--- config.mk ---
export PLATFORM = sky130hd
export DESIGN_NAME = ethTxTop
export DESIGN_NICKNAME = d
export VERILOG_FILES = /design/src/common/ethTxPkg.sv /design/src/hw/busDecode.sv /design/src/hw/frameRam.sv /design/src/txFrame/crc32Serial.sv /design/src/txFrame/frameSequencer.sv /design/src/lineCoder/lineEncoder.sv /design/src/hw/ethTxTop.sv
export SDC_FILE = /design/constraint.sdc
export NUM_CORES = 2
export LEC_CHECK = 0
export BUFFER_PORTS_ARGS = -buffer_cell sky130_fd_sc_hd__buf_2
export CAP_MARGIN = 20
export CORE_UTILIZATION = 40
export DETAILED_ROUTE_END_ITERATION = 10
export GPL_ROUTABILITY_DRIVEN = 0
export GPL_TIMING_DRIVEN = 0
export PLACE_DENSITY = 0.5
export SYNTH_ARGS = -nofsm -noshare
export SYNTH_HDL_FRONTEND = slang
export SYNTH_HIERARCHICAL = 1
export SYNTH_SLANG_ARGS = --single-unit
export TNS_END_PERCENT = 100
--- constraint.sdc ---
create_clock -name clkTx -period 4.5 [get_ports clkTx]
set_input_delay 0 -clock clkTx [delete_from_list [all_inputs] [get_ports clkTx]]
set_output_delay 0 -clock clkTx [all_outputs]
set_load 0.01 [all_outputs]
--- src/common/ethTxPkg.sv ---
package ethTxPkg;

  //////////////////////////////
  // widths
  //////////////////////////////

  // one data byte on the bus, in the buffer and on the line
  typedef logic [7:0] byteT;

  // frame buffer address, 512 entries
  typedef logic [8:0] bufAddrT;

  // wishbone byte address: buffer below 0x200, registers above
  typedef logic [9:0] wbAddrT;

  // frame byte count, 1 to 512
  typedef logic [9:0] frameLenT;

  // crc shift register
  typedef logic [31:0] crcT;

  //////////////////////////////
  // address map and constants
  //////////////////////////////

  localparam int BufDepth = 512;

  // length low byte, length upper bits, control/status
  localparam wbAddrT RegLength   = 10'h200;
  localparam wbAddrT RegLengthHi = 10'h201;
  localparam wbAddrT RegControl  = 10'h202;

  localparam byteT PreambleByte = 8'h55;
  localparam byteT SfdByte      = 8'hD5;

  // preamble bytes including the sfd
  localparam frameLenT PreambleBytes = 10'd8;
  // fcs length in bytes
  localparam frameLenT FcsBytes      = 10'd4;

  localparam crcT CrcPoly = 32'h04C11DB7;
  localparam crcT CrcInit = 32'hFFFFFFFF;

  // tp_idl: line held high after the last bit
  localparam logic [2:0] IdleHighCycles = 3'd6;

  // normal link pulse spacing in clocks (about 6.5 ms at 20 MHz)
  localparam int unsigned LinkPulsePeriod = 1 << 17;

  //////////////////////////////
  // structs and states
  //////////////////////////////

  // decoder to sequencer, start is a one-cycle pulse
  typedef struct packed {
    logic     start;
    frameLenT length;
  } txCmdT;

  // one manchester half-bit slot, sequencer to encoder
  typedef struct packed {
    logic active;
    logic dataBit;
    logic secondHalf;
  } lineSlotT;

  typedef enum logic [1:0] {
    sIdle,
    sPreamble,
    sPayload,
    sFcs
  } seqStateT;

endpackage

--- src/hw/busDecode.sv ---
`timescale 1ns/100ps

module busDecode import ethTxPkg::*; (
  input  logic    clkTx,
  input  logic    rst,
  input  logic    wbCyc,
  input  logic    wbStb,
  input  logic    wbWe,
  input  wbAddrT  wbAdr,
  input  byteT    wbDatW,
  input  logic    busy,
  output byteT    wbDatR,
  output logic    wbAck,
  output logic    bufWrEn,
  output bufAddrT bufWrAddr,
  output byteT    bufWrData,
  output txCmdT   txCmd
);

  //////////////////////////////
  // request decode
  //////////////////////////////

  // new request, seen once since ack drops it out the cycle after
  logic access;
  logic wrAccess;
  logic bufSel;
  logic ctrlSel;

  assign access   = wbCyc & wbStb & ~wbAck;
  assign wrAccess = access & wbWe;

  // bit 9 clear selects the frame buffer
  assign bufSel  = ~wbAdr[9];
  assign ctrlSel = (wbAdr == RegControl);

  //////////////////////////////
  // single-cycle ack
  //////////////////////////////

  always_ff @(posedge clkTx)
  begin
    if (rst)
    begin
      wbAck <= 1'b0;
    end
    else
    begin
      wbAck <= access;
    end
  end

  // read data lines up with ack
  // only the status register returns anything
  always_ff @(posedge clkTx)
  begin
    if (access)
    begin
      wbDatR <= ctrlSel ? {7'b0, busy} : '0;
    end
  end

  //////////////////////////////
  // buffer writes
  //////////////////////////////

  // buffer is frozen while a frame is on the line
  assign bufWrEn   = wrAccess & bufSel & ~busy;
  assign bufWrAddr = wbAdr[8:0];
  assign bufWrData = wbDatW;

  //////////////////////////////
  // length and start
  //////////////////////////////

  always_ff @(posedge clkTx)
  begin
    if (rst)
    begin
      txCmd.start  <= 1'b0;
      txCmd.length <= '0;
    end
    else
    begin
      // start pulse, dropped while busy
      txCmd.start <= wrAccess & ctrlSel & wbDatW[0] & ~busy;

      if (wrAccess && wbAdr == RegLength)
      begin
        txCmd.length[7:0] <= wbDatW;
      end
      // upper bits, enough for lengths up to 512
      if (wrAccess && wbAdr == RegLengthHi)
      begin
        txCmd.length[9:8] <= wbDatW[1:0];
      end
    end
  end

endmodule

--- src/hw/frameRam.sv ---
`timescale 1ns/100ps

module frameRam import ethTxPkg::*; (
  input  logic    clkTx,
  input  logic    bufWrEn,
  input  bufAddrT bufWrAddr,
  input  byteT    bufWrData,
  input  bufAddrT bufRdAddr,
  output byteT    bufRdData
);

  // frame bytes, host writes, sequencer reads
  byteT mem [BufDepth];

  // write port
  always_ff @(posedge clkTx)
  begin
    if (bufWrEn)
    begin
      mem[bufWrAddr] <= bufWrData;
    end
  end

  // registered read so it maps onto a block ram
  always_ff @(posedge clkTx)
  begin
    bufRdData <= mem[bufRdAddr];
  end

endmodule

--- src/txFrame/crc32Serial.sv ---
`timescale 1ns/100ps

module crc32Serial import ethTxPkg::*; (
  input  logic clkTx,
  input  logic crcInit,
  input  logic crcShift,
  input  logic crcBit,
  input  logic crcOut,
  output logic crcMsb
);

  crcT crcReg;
  // feedback term for one data bit
  logic feedback;

  assign feedback = crcBit ^ crcReg[31];

  // data enters lsb first into an msb-first register,
  // the same result as the reflected ethernet crc
  always_ff @(posedge clkTx)
  begin
    if (crcInit)
    begin
      crcReg <= CrcInit;
    end
    else if (crcShift)
    begin
      crcReg <= {crcReg[30:0], 1'b0} ^ ({32{feedback}} & CrcPoly);
    end
    else if (crcOut)
    begin
      // flush: shift zeros, msb walks out one bit at a time
      crcReg <= {crcReg[30:0], 1'b0};
    end
  end

  assign crcMsb = crcReg[31];

endmodule

--- src/txFrame/frameSequencer.sv ---
`timescale 1ns/100ps

module frameSequencer import ethTxPkg::*; (
  input  logic     clkTx,
  input  logic     rst,
  input  txCmdT    txCmd,
  input  byteT     bufRdData,
  output logic     busy,
  output bufAddrT  bufRdAddr,
  output lineSlotT slot
);

  seqStateT state;
  seqStateT nextState;
  // half-bit slot inside the current byte, 16 per byte
  logic [3:0] halfCnt;
  // byte index inside the current field
  frameLenT byteCnt;
  frameLenT frameLen;
  byteT     shiftReg;
  byteT     nextByte;
  logic     byteEnd;
  logic     lastByte;
  logic     loadFromBuf;

  // crc unit handshake
  logic crcInit;
  logic crcShift;
  logic crcBit;
  logic crcOut;
  logic crcMsb;

  assign busy    = (state != sIdle);
  assign byteEnd = &halfCnt;

  //////////////////////////////
  // field sequencing
  //////////////////////////////

  always_comb
  begin
    lastByte  = 1'b0;
    nextState = state;
    case (state)
      sPreamble:
      begin
        lastByte  = (byteCnt == PreambleBytes - 1'b1);
        nextState = sPayload;
      end
      sPayload:
      begin
        lastByte  = (byteCnt == frameLen - 1'b1);
        nextState = sFcs;
      end
      sFcs:
      begin
        lastByte  = (byteCnt == FcsBytes - 1'b1);
        nextState = sIdle;
      end
      default:
      begin
        lastByte  = 1'b0;
        nextState = sIdle;
      end
    endcase
  end

  always_ff @(posedge clkTx)
  begin
    if (rst)
    begin
      state   <= sIdle;
      halfCnt <= '0;
      byteCnt <= '0;
    end
    else if (state == sIdle)
    begin
      if (txCmd.start)
      begin
        state   <= sPreamble;
        halfCnt <= '0;
        byteCnt <= '0;
      end
    end
    else
    begin
      halfCnt <= halfCnt + 1'b1;
      if (byteEnd)
      begin
        if (lastByte)
        begin
          // last fcs half-bit goes out here, busy drops next cycle
          state   <= nextState;
          byteCnt <= '0;
        end
        else
        begin
          byteCnt <= byteCnt + 1'b1;
        end
      end
    end
  end

  //////////////////////////////
  // byte source and shifter
  //////////////////////////////

  // buffer fetch for the byte after the sfd and every payload byte but the last
  assign loadFromBuf = ((state == sPreamble) & lastByte) |
                       ((state == sPayload) & ~lastByte);

  always_comb
  begin
    if (loadFromBuf)
      nextByte = bufRdData;
    else if (state == sPreamble && byteCnt == PreambleBytes - 2'd2)
      nextByte = SfdByte;
    else
      nextByte = PreambleByte;
  end

  always_ff @(posedge clkTx)
  begin
    if (state == sIdle)
    begin
      shiftReg  <= PreambleByte;
      bufRdAddr <= '0;
      if (txCmd.start)
      begin
        frameLen <= txCmd.length;
      end
    end
    else if (byteEnd)
    begin
      shiftReg <= nextByte;
      // move the ram address on, data is ready long before the next byte end
      if (loadFromBuf)
      begin
        bufRdAddr <= bufRdAddr + 1'b1;
      end
    end
    else if (halfCnt[0])
    begin
      // lsb first, next bit after each full bit
      shiftReg <= {1'b0, shiftReg[7:1]};
    end
  end

  //////////////////////////////
  // crc and line slot
  //////////////////////////////

  // preset during the sfd byte
  assign crcInit  = (state == sPreamble) & (byteCnt == PreambleBytes - 1'b1);
  assign crcShift = (state == sPayload) & halfCnt[0];
  assign crcBit   = shiftReg[0];
  assign crcOut   = (state == sFcs) & halfCnt[0];

  crc32Serial i_crc32Serial (
    .clkTx    (clkTx),
    .crcInit  (crcInit),
    .crcShift (crcShift),
    .crcBit   (crcBit),
    .crcOut   (crcOut),
    .crcMsb   (crcMsb)
  );

  // fcs streams the inverted crc msb
  assign slot.active     = busy;
  assign slot.dataBit    = (state == sFcs) ? ~crcMsb : shiftReg[0];
  assign slot.secondHalf = halfCnt[0];

endmodule

--- src/lineCoder/lineEncoder.sv ---
`timescale 1ns/100ps

module lineEncoder import ethTxPkg::*; (
  input  logic     clkTx,
  input  logic     rst,
  input  lineSlotT slot,
  output logic     tdP,
  output logic     tdM
);

  // clocks since the last active slot, saturates at IdleHighCycles
  logic [2:0] idleCnt;
  // idle time counter for normal link pulses
  logic [$clog2(LinkPulsePeriod)-1:0] linkCnt;
  logic linkPulse;
  logic tpIdle;
  // manchester level for the current half-bit
  logic manchester;

  //////////////////////////////
  // line state
  //////////////////////////////

  // 1 is low then high, 0 is high then low
  assign manchester = ~(slot.dataBit ^ slot.secondHalf);

  assign tpIdle    = (idleCnt < IdleHighCycles);
  // counter wraps once per period, pulse on the last count
  assign linkPulse = &linkCnt;

  always_ff @(posedge clkTx)
  begin
    if (rst)
    begin
      // no tp_idl after reset
      idleCnt <= IdleHighCycles;
      linkCnt <= '0;
    end
    else if (slot.active)
    begin
      idleCnt <= '0;
      linkCnt <= '0;
    end
    else
    begin
      if (tpIdle)
      begin
        idleCnt <= idleCnt + 1'b1;
      end
      linkCnt <= linkCnt + 1'b1;
    end
  end

  //////////////////////////////
  // output drivers
  //////////////////////////////

  always_ff @(posedge clkTx)
  begin
    if (rst)
    begin
      tdP <= 1'b0;
      tdM <= 1'b0;
    end
    else if (slot.active)
    begin
      tdP <= manchester;
      tdM <= ~manchester;
    end
    else if (tpIdle || linkPulse)
    begin
      // tp_idl and link pulses are both positive on the pair
      tdP <= 1'b1;
      tdM <= 1'b0;
    end
    else
    begin
      // both low, line released
      tdP <= 1'b0;
      tdM <= 1'b0;
    end
  end

endmodule

--- src/hw/ethTxTop.sv ---
`timescale 1ns/100ps

module ethTxTop import ethTxPkg::*; (
  input  logic   clkTx,
  input  logic   rst,
  // wishbone classic slave
  input  logic   wbCyc,
  input  logic   wbStb,
  input  logic   wbWe,
  input  wbAddrT wbAdr,
  input  byteT   wbDatW,
  output byteT   wbDatR,
  output logic   wbAck,
  // twisted pair
  output logic   tdP,
  output logic   tdM
);

  // buffer write side
  logic     bufWrEn;
  bufAddrT  bufWrAddr;
  byteT     bufWrData;
  // buffer read side
  bufAddrT  bufRdAddr;
  byteT     bufRdData;
  // control
  txCmdT    txCmd;
  logic     busy;
  lineSlotT slot;

  busDecode i_busDecode (
    .clkTx     (clkTx),
    .rst       (rst),
    .wbCyc     (wbCyc),
    .wbStb     (wbStb),
    .wbWe      (wbWe),
    .wbAdr     (wbAdr),
    .wbDatW    (wbDatW),
    .busy      (busy),
    .wbDatR    (wbDatR),
    .wbAck     (wbAck),
    .bufWrEn   (bufWrEn),
    .bufWrAddr (bufWrAddr),
    .bufWrData (bufWrData),
    .txCmd     (txCmd)
  );

  frameRam i_frameRam (
    .clkTx     (clkTx),
    .bufWrEn   (bufWrEn),
    .bufWrAddr (bufWrAddr),
    .bufWrData (bufWrData),
    .bufRdAddr (bufRdAddr),
    .bufRdData (bufRdData)
  );

  frameSequencer i_frameSequencer (
    .clkTx     (clkTx),
    .rst       (rst),
    .txCmd     (txCmd),
    .bufRdData (bufRdData),
    .busy      (busy),
    .bufRdAddr (bufRdAddr),
    .slot      (slot)
  );

  lineEncoder i_lineEncoder (
    .clkTx (clkTx),
    .rst   (rst),
    .slot  (slot),
    .tdP   (tdP),
    .tdM   (tdM)
  );

endmodule

======== Word level (Yosys, flattened, before mapping) ========
Memory sizes are Yosys's and may differ from the RTL's. A register that Yosys moved wholly into a read port is not among the register bits.
Index checks and enable logic that the tools add are counted.
storage, ports and cells
  register bits after elaboration ......... 117
  memories kept ........................... 1
  memory bits (writable) .................. 4096
  input bits .............................. 23
cells by class
  order comparisons ....................... 1
  add/subtract/negate cells ............... 6
  equal/unequal tests ..................... 11
  reduce and logical (&&, ||, !) cells .... 19
  multiplexer cells ....................... 25
  bitwise operators ....................... 23
memories
  name            depth  width  rd ports  clocked after Yosys merged registers in  wr ports  RTL line        text
  i_frameRam.mem  512    8      1         1                                        1         frameRam.sv:13  byteT mem [BufDepth];
operator list
  operator               count
  $mux 32                2
  $mux 10                4
  $mux 8                 4
  $xor 32x27->32         1
  $eq 10x10->1 const B   3
  $eq 10x3->1 const B    2
  $add 17x1->17 const B  1
  $reduce_and 17->1      1
  $and 1x1->1            13
  $reduce_bool 2->1      6
  $add 10x1->10 const B  1
  $eq 10x10->1           1
  $eq 10x2->1 const B    1
  $sub 10x1->10 const B  1
  $add 9x1->9 const B    1
  $mux 2                 4
  $mux 4                 2
  $mux 3                 2
  $not 1->1              6
  $mux 1                 5
  $reduce_and 5->1       1
  $add 4x1->4 const B    1
  $eq 2x2->1 const B     2
  $pmux 2 s2             1
  14 further kinds       19

======== Longest topological paths before layout ========
  depth in word-level cells ............... 8
  mapped depth ............................ 12
  depth with buffers taken out ............ 11

======== By module ========
The synthesis kept the hierarchy.
modules (own cells, without submodules)
  module          area an instance (um^2)  cells each  seq. area each (um^2)  instances
  frameRam        159927.1                 8030        123158.1               1
  frameSequencer  2486.1                   267         960.9                  1
  crc32Serial     1315.0                   122         640.6                  1
  lineEncoder     975.9                    105         440.4                  1
  busDecode       820.8                    82          270.3                  1

======== Worst setup path before layout ========
Ideal clock, no wire load.
  kind .................................... register to register
  start point ............................. register i_frameSequencer.frameLen[2]
  end point ............................... register i_frameSequencer.shiftReg[7]
  period minus slack after synthesis ...... 2.936 ns
  library setup time ...................... 0.122 ns
  arrival ................................. 2.814 ns
  buffers on the path ..................... 2
  setup slack ............................. 1.564 ns
  required time ........................... 4.378 ns
  cell stages (with the launch flop) ...... 11
  cells stage by stage .................... edfxtp_1 or4_1 buf_2 or4_4 a21oi_2 xnor2_1 and4b_4 a41o_1 nand3_1 buf_4 a311o_1
on the way
  word-level cells in the longest chain between the ends .. 8
  elaborated cells on any way between the ends .. 9
RTL lines
  element                 RTL line               text
  start, declared         frameSequencer.sv:19   frameLenT frameLen;
  start signal, assigned  frameSequencer.sv:130  frameLen <= txCmd.length;
  $sub 10x1->10 (*)       frameSequencer.sv:52   lastByte = (byteCnt == frameLen - 1'b1);
  $eq 10x10->1 (*)        frameSequencer.sv:52
  $pmux 1 s3 (*)          frameSequencer.sv:44   case (state)
  $not 1->1               frameSequencer.sv:110  ((state == sPayload) & ~lastByte);
  $and 1x1->1             frameSequencer.sv:110
  $or 1x1->1 (*)          frameSequencer.sv:109  assign loadFromBuf = ((state == sPreamble) & lastByte) |
  $mux 8 (*)              frameSequencer.sv:114  if (loadFromBuf)
  $mux 8 (*)              frameSequencer.sv:133  else if (byteEnd)
  end signal, assigned    frameSequencer.sv:126  shiftReg <= PreambleByte;
  end signal, assigned    frameSequencer.sv:135  shiftReg <= nextByte;
  end signal, assigned    frameSequencer.sv:145  shiftReg <= {1'b0, shiftReg[7:1]};
  end, declared           frameSequencer.sv:20   byteT shiftReg;
Every way passes the cells marked *; elsewhere a longest branch is shown, timed or not.
A chain may end at the register's enable or synchronous reset.

==> metrics.md <==
| Metric | Value |
|---|---|
| Worst min-delay path category | input pin to flop |
| Initial antenna violation count | 70 |
| Worst path top cell family by delay | buffers and inverters |
| Post-synth cell types | 89 |
| H-tree depth | 5 |
| Worst EP arrival | between 5000 and 6000 ps |
| Nature of the critical path startpoint | flop |
| Slowest cell on crit path | clkbuf_2 |
| Outcome | complete, but fails checks |
| Post-route setup TNS | -1870 ps |
| Post-DP HPWL | about 470000 µm |
| Switching power | roughly 16000 µW |
| Fill cells | 34500 |
| Crit path max fanout | 11 |
| Syn. warnings | 6 |
| Placed cell area | between 150000 and 200000 µm² |
| Die X-Extent | roughly 650 µm |
| Setup bufs post-CTS | 0 |
| R2R cell count | 10 |
| Synth-to-Final Area Change | 15.5% |
| Post-Synthesis Cell Area | approximately 170000 µm² |
| Part of the power in registers | 53.8% |
| DRT Wirelength | around 660000 µm |
| Max Buffers Root-to-Sink | 4 |
| CP peak stage delay | about 800 ps |
| Required @ worst endpoint | between 5000 and 6000 ps |
| CTS root buf | clkbuf_16 |
| Wire length on met3 | approximately 82000 µm |
| R2R Path Start | i_frameSequencer/bufRdAddr[4] |
| Die ar. | around 420000 µm² |
| FP Rows | 235 |
| Core Area | 411000 µm² |
| Vias in the first global route | 91100 |
| Synthesized netlist cell count | roughly 8600 |
| Relative slew margins | between 10% and 20% |
| Worst Setup Slack, final | -337 ps |
| Finished Cell Area | about 190000 µm² |
| CTS tree | done |
| Internal power | 63800 µW |
| Total track usage | a little under a third |
| Buf/Inv on CP | 4 |
| Largest net degree at the start of global routing | 150 |
| Worst R2R Setup Slack | -340 ps |
| Period utilization | 107% |
| Metal2 WL | 283000 µm |
| First-pass GRT wire length | roughly 850000 µm |
| Drt pass-1 iters | 7 |
| I/O pin cnt | 34 |
| Initial Util | approximately two fifths |
| Max-Cap Viols | 0 |
| DRT iter0 DRCs | roughly 16000 |
| Clk slew on worst S/H paths | about 60 ps |
| CP Class | flop to flop |
| Worst hold endpoint | i_frameRam/mem[4][6] |
| CP Capture Type | flop |
| Clock group share of total power | between 40% and 50% |
| Fraction of layout cells with a size suffix above 1 | about a fifth |
| Crit path time final | around 4800 ps |
| Maximum clock rate | just over 0.2 GHz |
| Global route overflow | 0 |
| Critical-path cell list | buf_4 > inv_2 > buf_2 > clkbuf_2 > o221ai_1 > nor3_1 > nor4_1 > o211ai_1 > nor3_2 > o2111a_1 |
| Die H | 645 µm |
| Hold wc startpoint | wbAdr[9] |
| Post-synth EDFFs | between 4000 and 5000 |
| Max Clock Skew | around 57 ps |
| Synth Register Bits | around 4200 |
| Failing checks | setup timing |
| Leak | about 0.057 µW |
| # DRC | 0 |
| Top Layer Used | met5 |
| Synthesized area per cell | a little under 20 µm² |
| Routed Antenna Nets | 0 |
| Register area share after synthesis | between 70 and 80% |
| Final hold vios | 0 |
| CTS buffer count | 442 |
| Maximum VDD drop | between 0.3 and 0.4 mV |
| Via count | approximately 97000 |
| Primary FF master, synth | edfxtp_1 |
| Combinational Power Share | between 1 and 1.5% |
| Pwr Density | 418 nW/µm² |
| Vias per cell | around 6.4 |
| Setup WS pre-CTS | -976 ps |
| IO buf count | 26 |
| Met1 WL | approximately 250000 µm |
| FF-to-FF End | i_frameRam/bufRdData[1] |
| Clock sinks | 4214 |
| Slew Viols, Final | 0 |
| Net Sw Frac | between 20% and 30% |
| Fin nets | a little over 9000 |
| Final setup violation count | 9 |
| Tightest Pin Transition | 1330 ps |
| Async S/R FF share, synth | 0% |
| Hold Path Depth | 5 |
| Clock latency on the worst-skew pair | 1010 ps |
| Wire per inst | about 43 µm |
power groups by stage:
| stage | sequential (µW) | combinational (µW) | clock (µW) |
|---|---|---|---|
| 2_1_floorplan | 43900 | 362 | 0 |
| 3_3_place_gp | 44100 | 793 | 0 |
| 3_5_place_dp | 43900 | 963 | 0 |
| 4_1_cts | 43000 | 991 | 36300 |
| 5_1_grt | 43000 | 1050 | 37700 |
| 6_report | 43100 | 1010 | 35900 |
worst reg2reg max path, cell delays in order (launching register included):
cell,delay (ps)
dfxtp_1,350
buf_4,300
inv_2,200
buf_2,760
clkbuf_2,830
o221ai_1,480
nor3_1,740
nor4_1,120
o211ai_1,400
nor3_2,220
o2111a_1,290
kinds of logic after synthesis:
kind of cell               share of synthesized area, %
muxes                                              13.9
buffers and inverters                              2.06
and+or+nand+nor                                    3.33
xor gates and xnor gates                          0.142
adders and majority gates                        0.0907
DFF                                                75.8
AOI/OAI and AO/OA                                  4.69
other                                           0.00227
per-layer routing:
metal  global-route usage [%]  up-vias
met1                     41.1    51600
met4                     16.4       28
met5                     1.14        -
met3                     9.79     1305
met2                     45.2     6537
li1                         -    37000
final cells by class:
cell class / instances / area [µm²] / area share (%)
tap: 5451 / 6820 / 3.57
inverter: 20 / 75.1 / 0.0393
sequential: 4214 / 125000 / 65.6
clock inverter: 253 / 2380 / 1.24
timing repair buffer: 247 / 3970 / 2.07
multi-input combinational: 3810 / 37100 / 19.4
antenna: 44 / 110 / 0.0576
clock buffer: 553 / 11600 / 6.07
buffer: 567 / 3640 / 1.90
worst max path at each step:
stage                                  startpoint                      endpoint  slack (ps)  depth (start not counted)
finish              i_frameSequencer/bufRdAddr[4]       i_frameRam/bufRdData[1]        -340                         10
global route        i_frameSequencer/bufRdAddr[1]       i_frameRam/bufRdData[1]         -20                          9
CTS                     i_frameSequencer/state[0]         i_frameRam/mem[99][0]        -140                          8
detailed placement  i_frameSequencer/bufRdAddr[1]       i_frameRam/bufRdData[1]        -980                         10
global placement    i_frameSequencer/bufRdAddr[3]       i_frameRam/bufRdData[0]       -2680                          9
floorplan            i_frameSequencer/frameLen[2]  i_frameSequencer/shiftReg[7]        1560                         10
metrics by stage:
| stage | util (%) | std cells | hold WS, ps | power (µW) |
|---|---|---|---|---|
| floorplan | - | 8612 | 72.8 | 44300 |
| global placement | 42.0 | 14100 | 280 | 44800 |
| detailed placement | 42.8 | 14200 | 305 | 44800 |
| CTS | 46.4 | 15100 | 12.9 | 80300 |
| global route | 46.5 | 15100 | 69.1 | 81800 |
| finish | 46.5 | 15200 | 84.6 | 80000 |
cell usage in the layout, fill, tap and decap left out, types with 127 or more instances in the layout:
cell type,netlist,routed
edfxtp_1,4107,4107
mux2i_1,818,818
mux4_2,654,654
nor2_1,636,568
clkbuf_16,0,447
o221ai_1,371,370
clkbuf_1,276,266
a21oi_1,213,213
o22ai_1,164,164
nand2_1,130,127
synth_stat cells (7+ instances only):
library cell	n	share of area, %
o221ai_1	371	2.0
a211oi_1	19	0.086
mux2i_1	818	4.9
nand2_1	130	0.29
o41ai_1	7	0.037
nor3b_1	11	0.050
o22ai_1	164	0.62
nor2b_1	43	0.16
o31ai_1	20	0.091
nor3_1	115	0.35
a211o_1	20	0.11
nor4_1	43	0.16
buf_8	11	0.10
o2111a_1	8	0.054
xnor2_1	13	0.069
and3_1	11	0.042
or4_1	7	0.032
nand4_1	41	0.15
o21ai_0	124	0.37
dfxtp_1	107	1.3
nand2b_1	25	0.094
a221o_1	14	0.085
ha_1	12	0.091
edfxtp_1	4107	75
buf_6	68	0.46
a21oi_1	213	0.64
or3_1	14	0.053
buf_1	42	0.095
buf_2	65	0.20
nor2_2	9	0.034
a22oi_1	62	0.28
buf_4	98	0.44
mux4_2	654	8.9
xor2_1	12	0.063
a21o_1	15	0.068
nor2_1	636	1.4
nand3_1	50	0.15
inv_1	18	0.041
clkbuf_1	276	0.63
and2_1	27	0.10
registers in the layout, indices dropped and copies added, names as in the netlist, 9 cells and up:
register,flops
i_frameSequencer/byteCnt,10
i_frameSequencer/bufRdAddr,9
i_frameSequencer/i_crc32Serial/crcReg,32
i_lineEncoder/linkCnt,17
i_busDecode/txCmd,11
i_frameSequencer/frameLen,10
i_frameRam/mem,4096
repair_timing:
| item | in CTS | in global routing |
|---|---|---|
| hold endpoints to repair | 1307 | 0 |
| hold buffers | 52 | 0 |
| resized for setup | 74 | 111 |
| pin swaps | 0 | 1 |
| endpoints found under the setup margin | 1148 | 930 |
No activity file was read; power rests on OpenSTA's default activity.
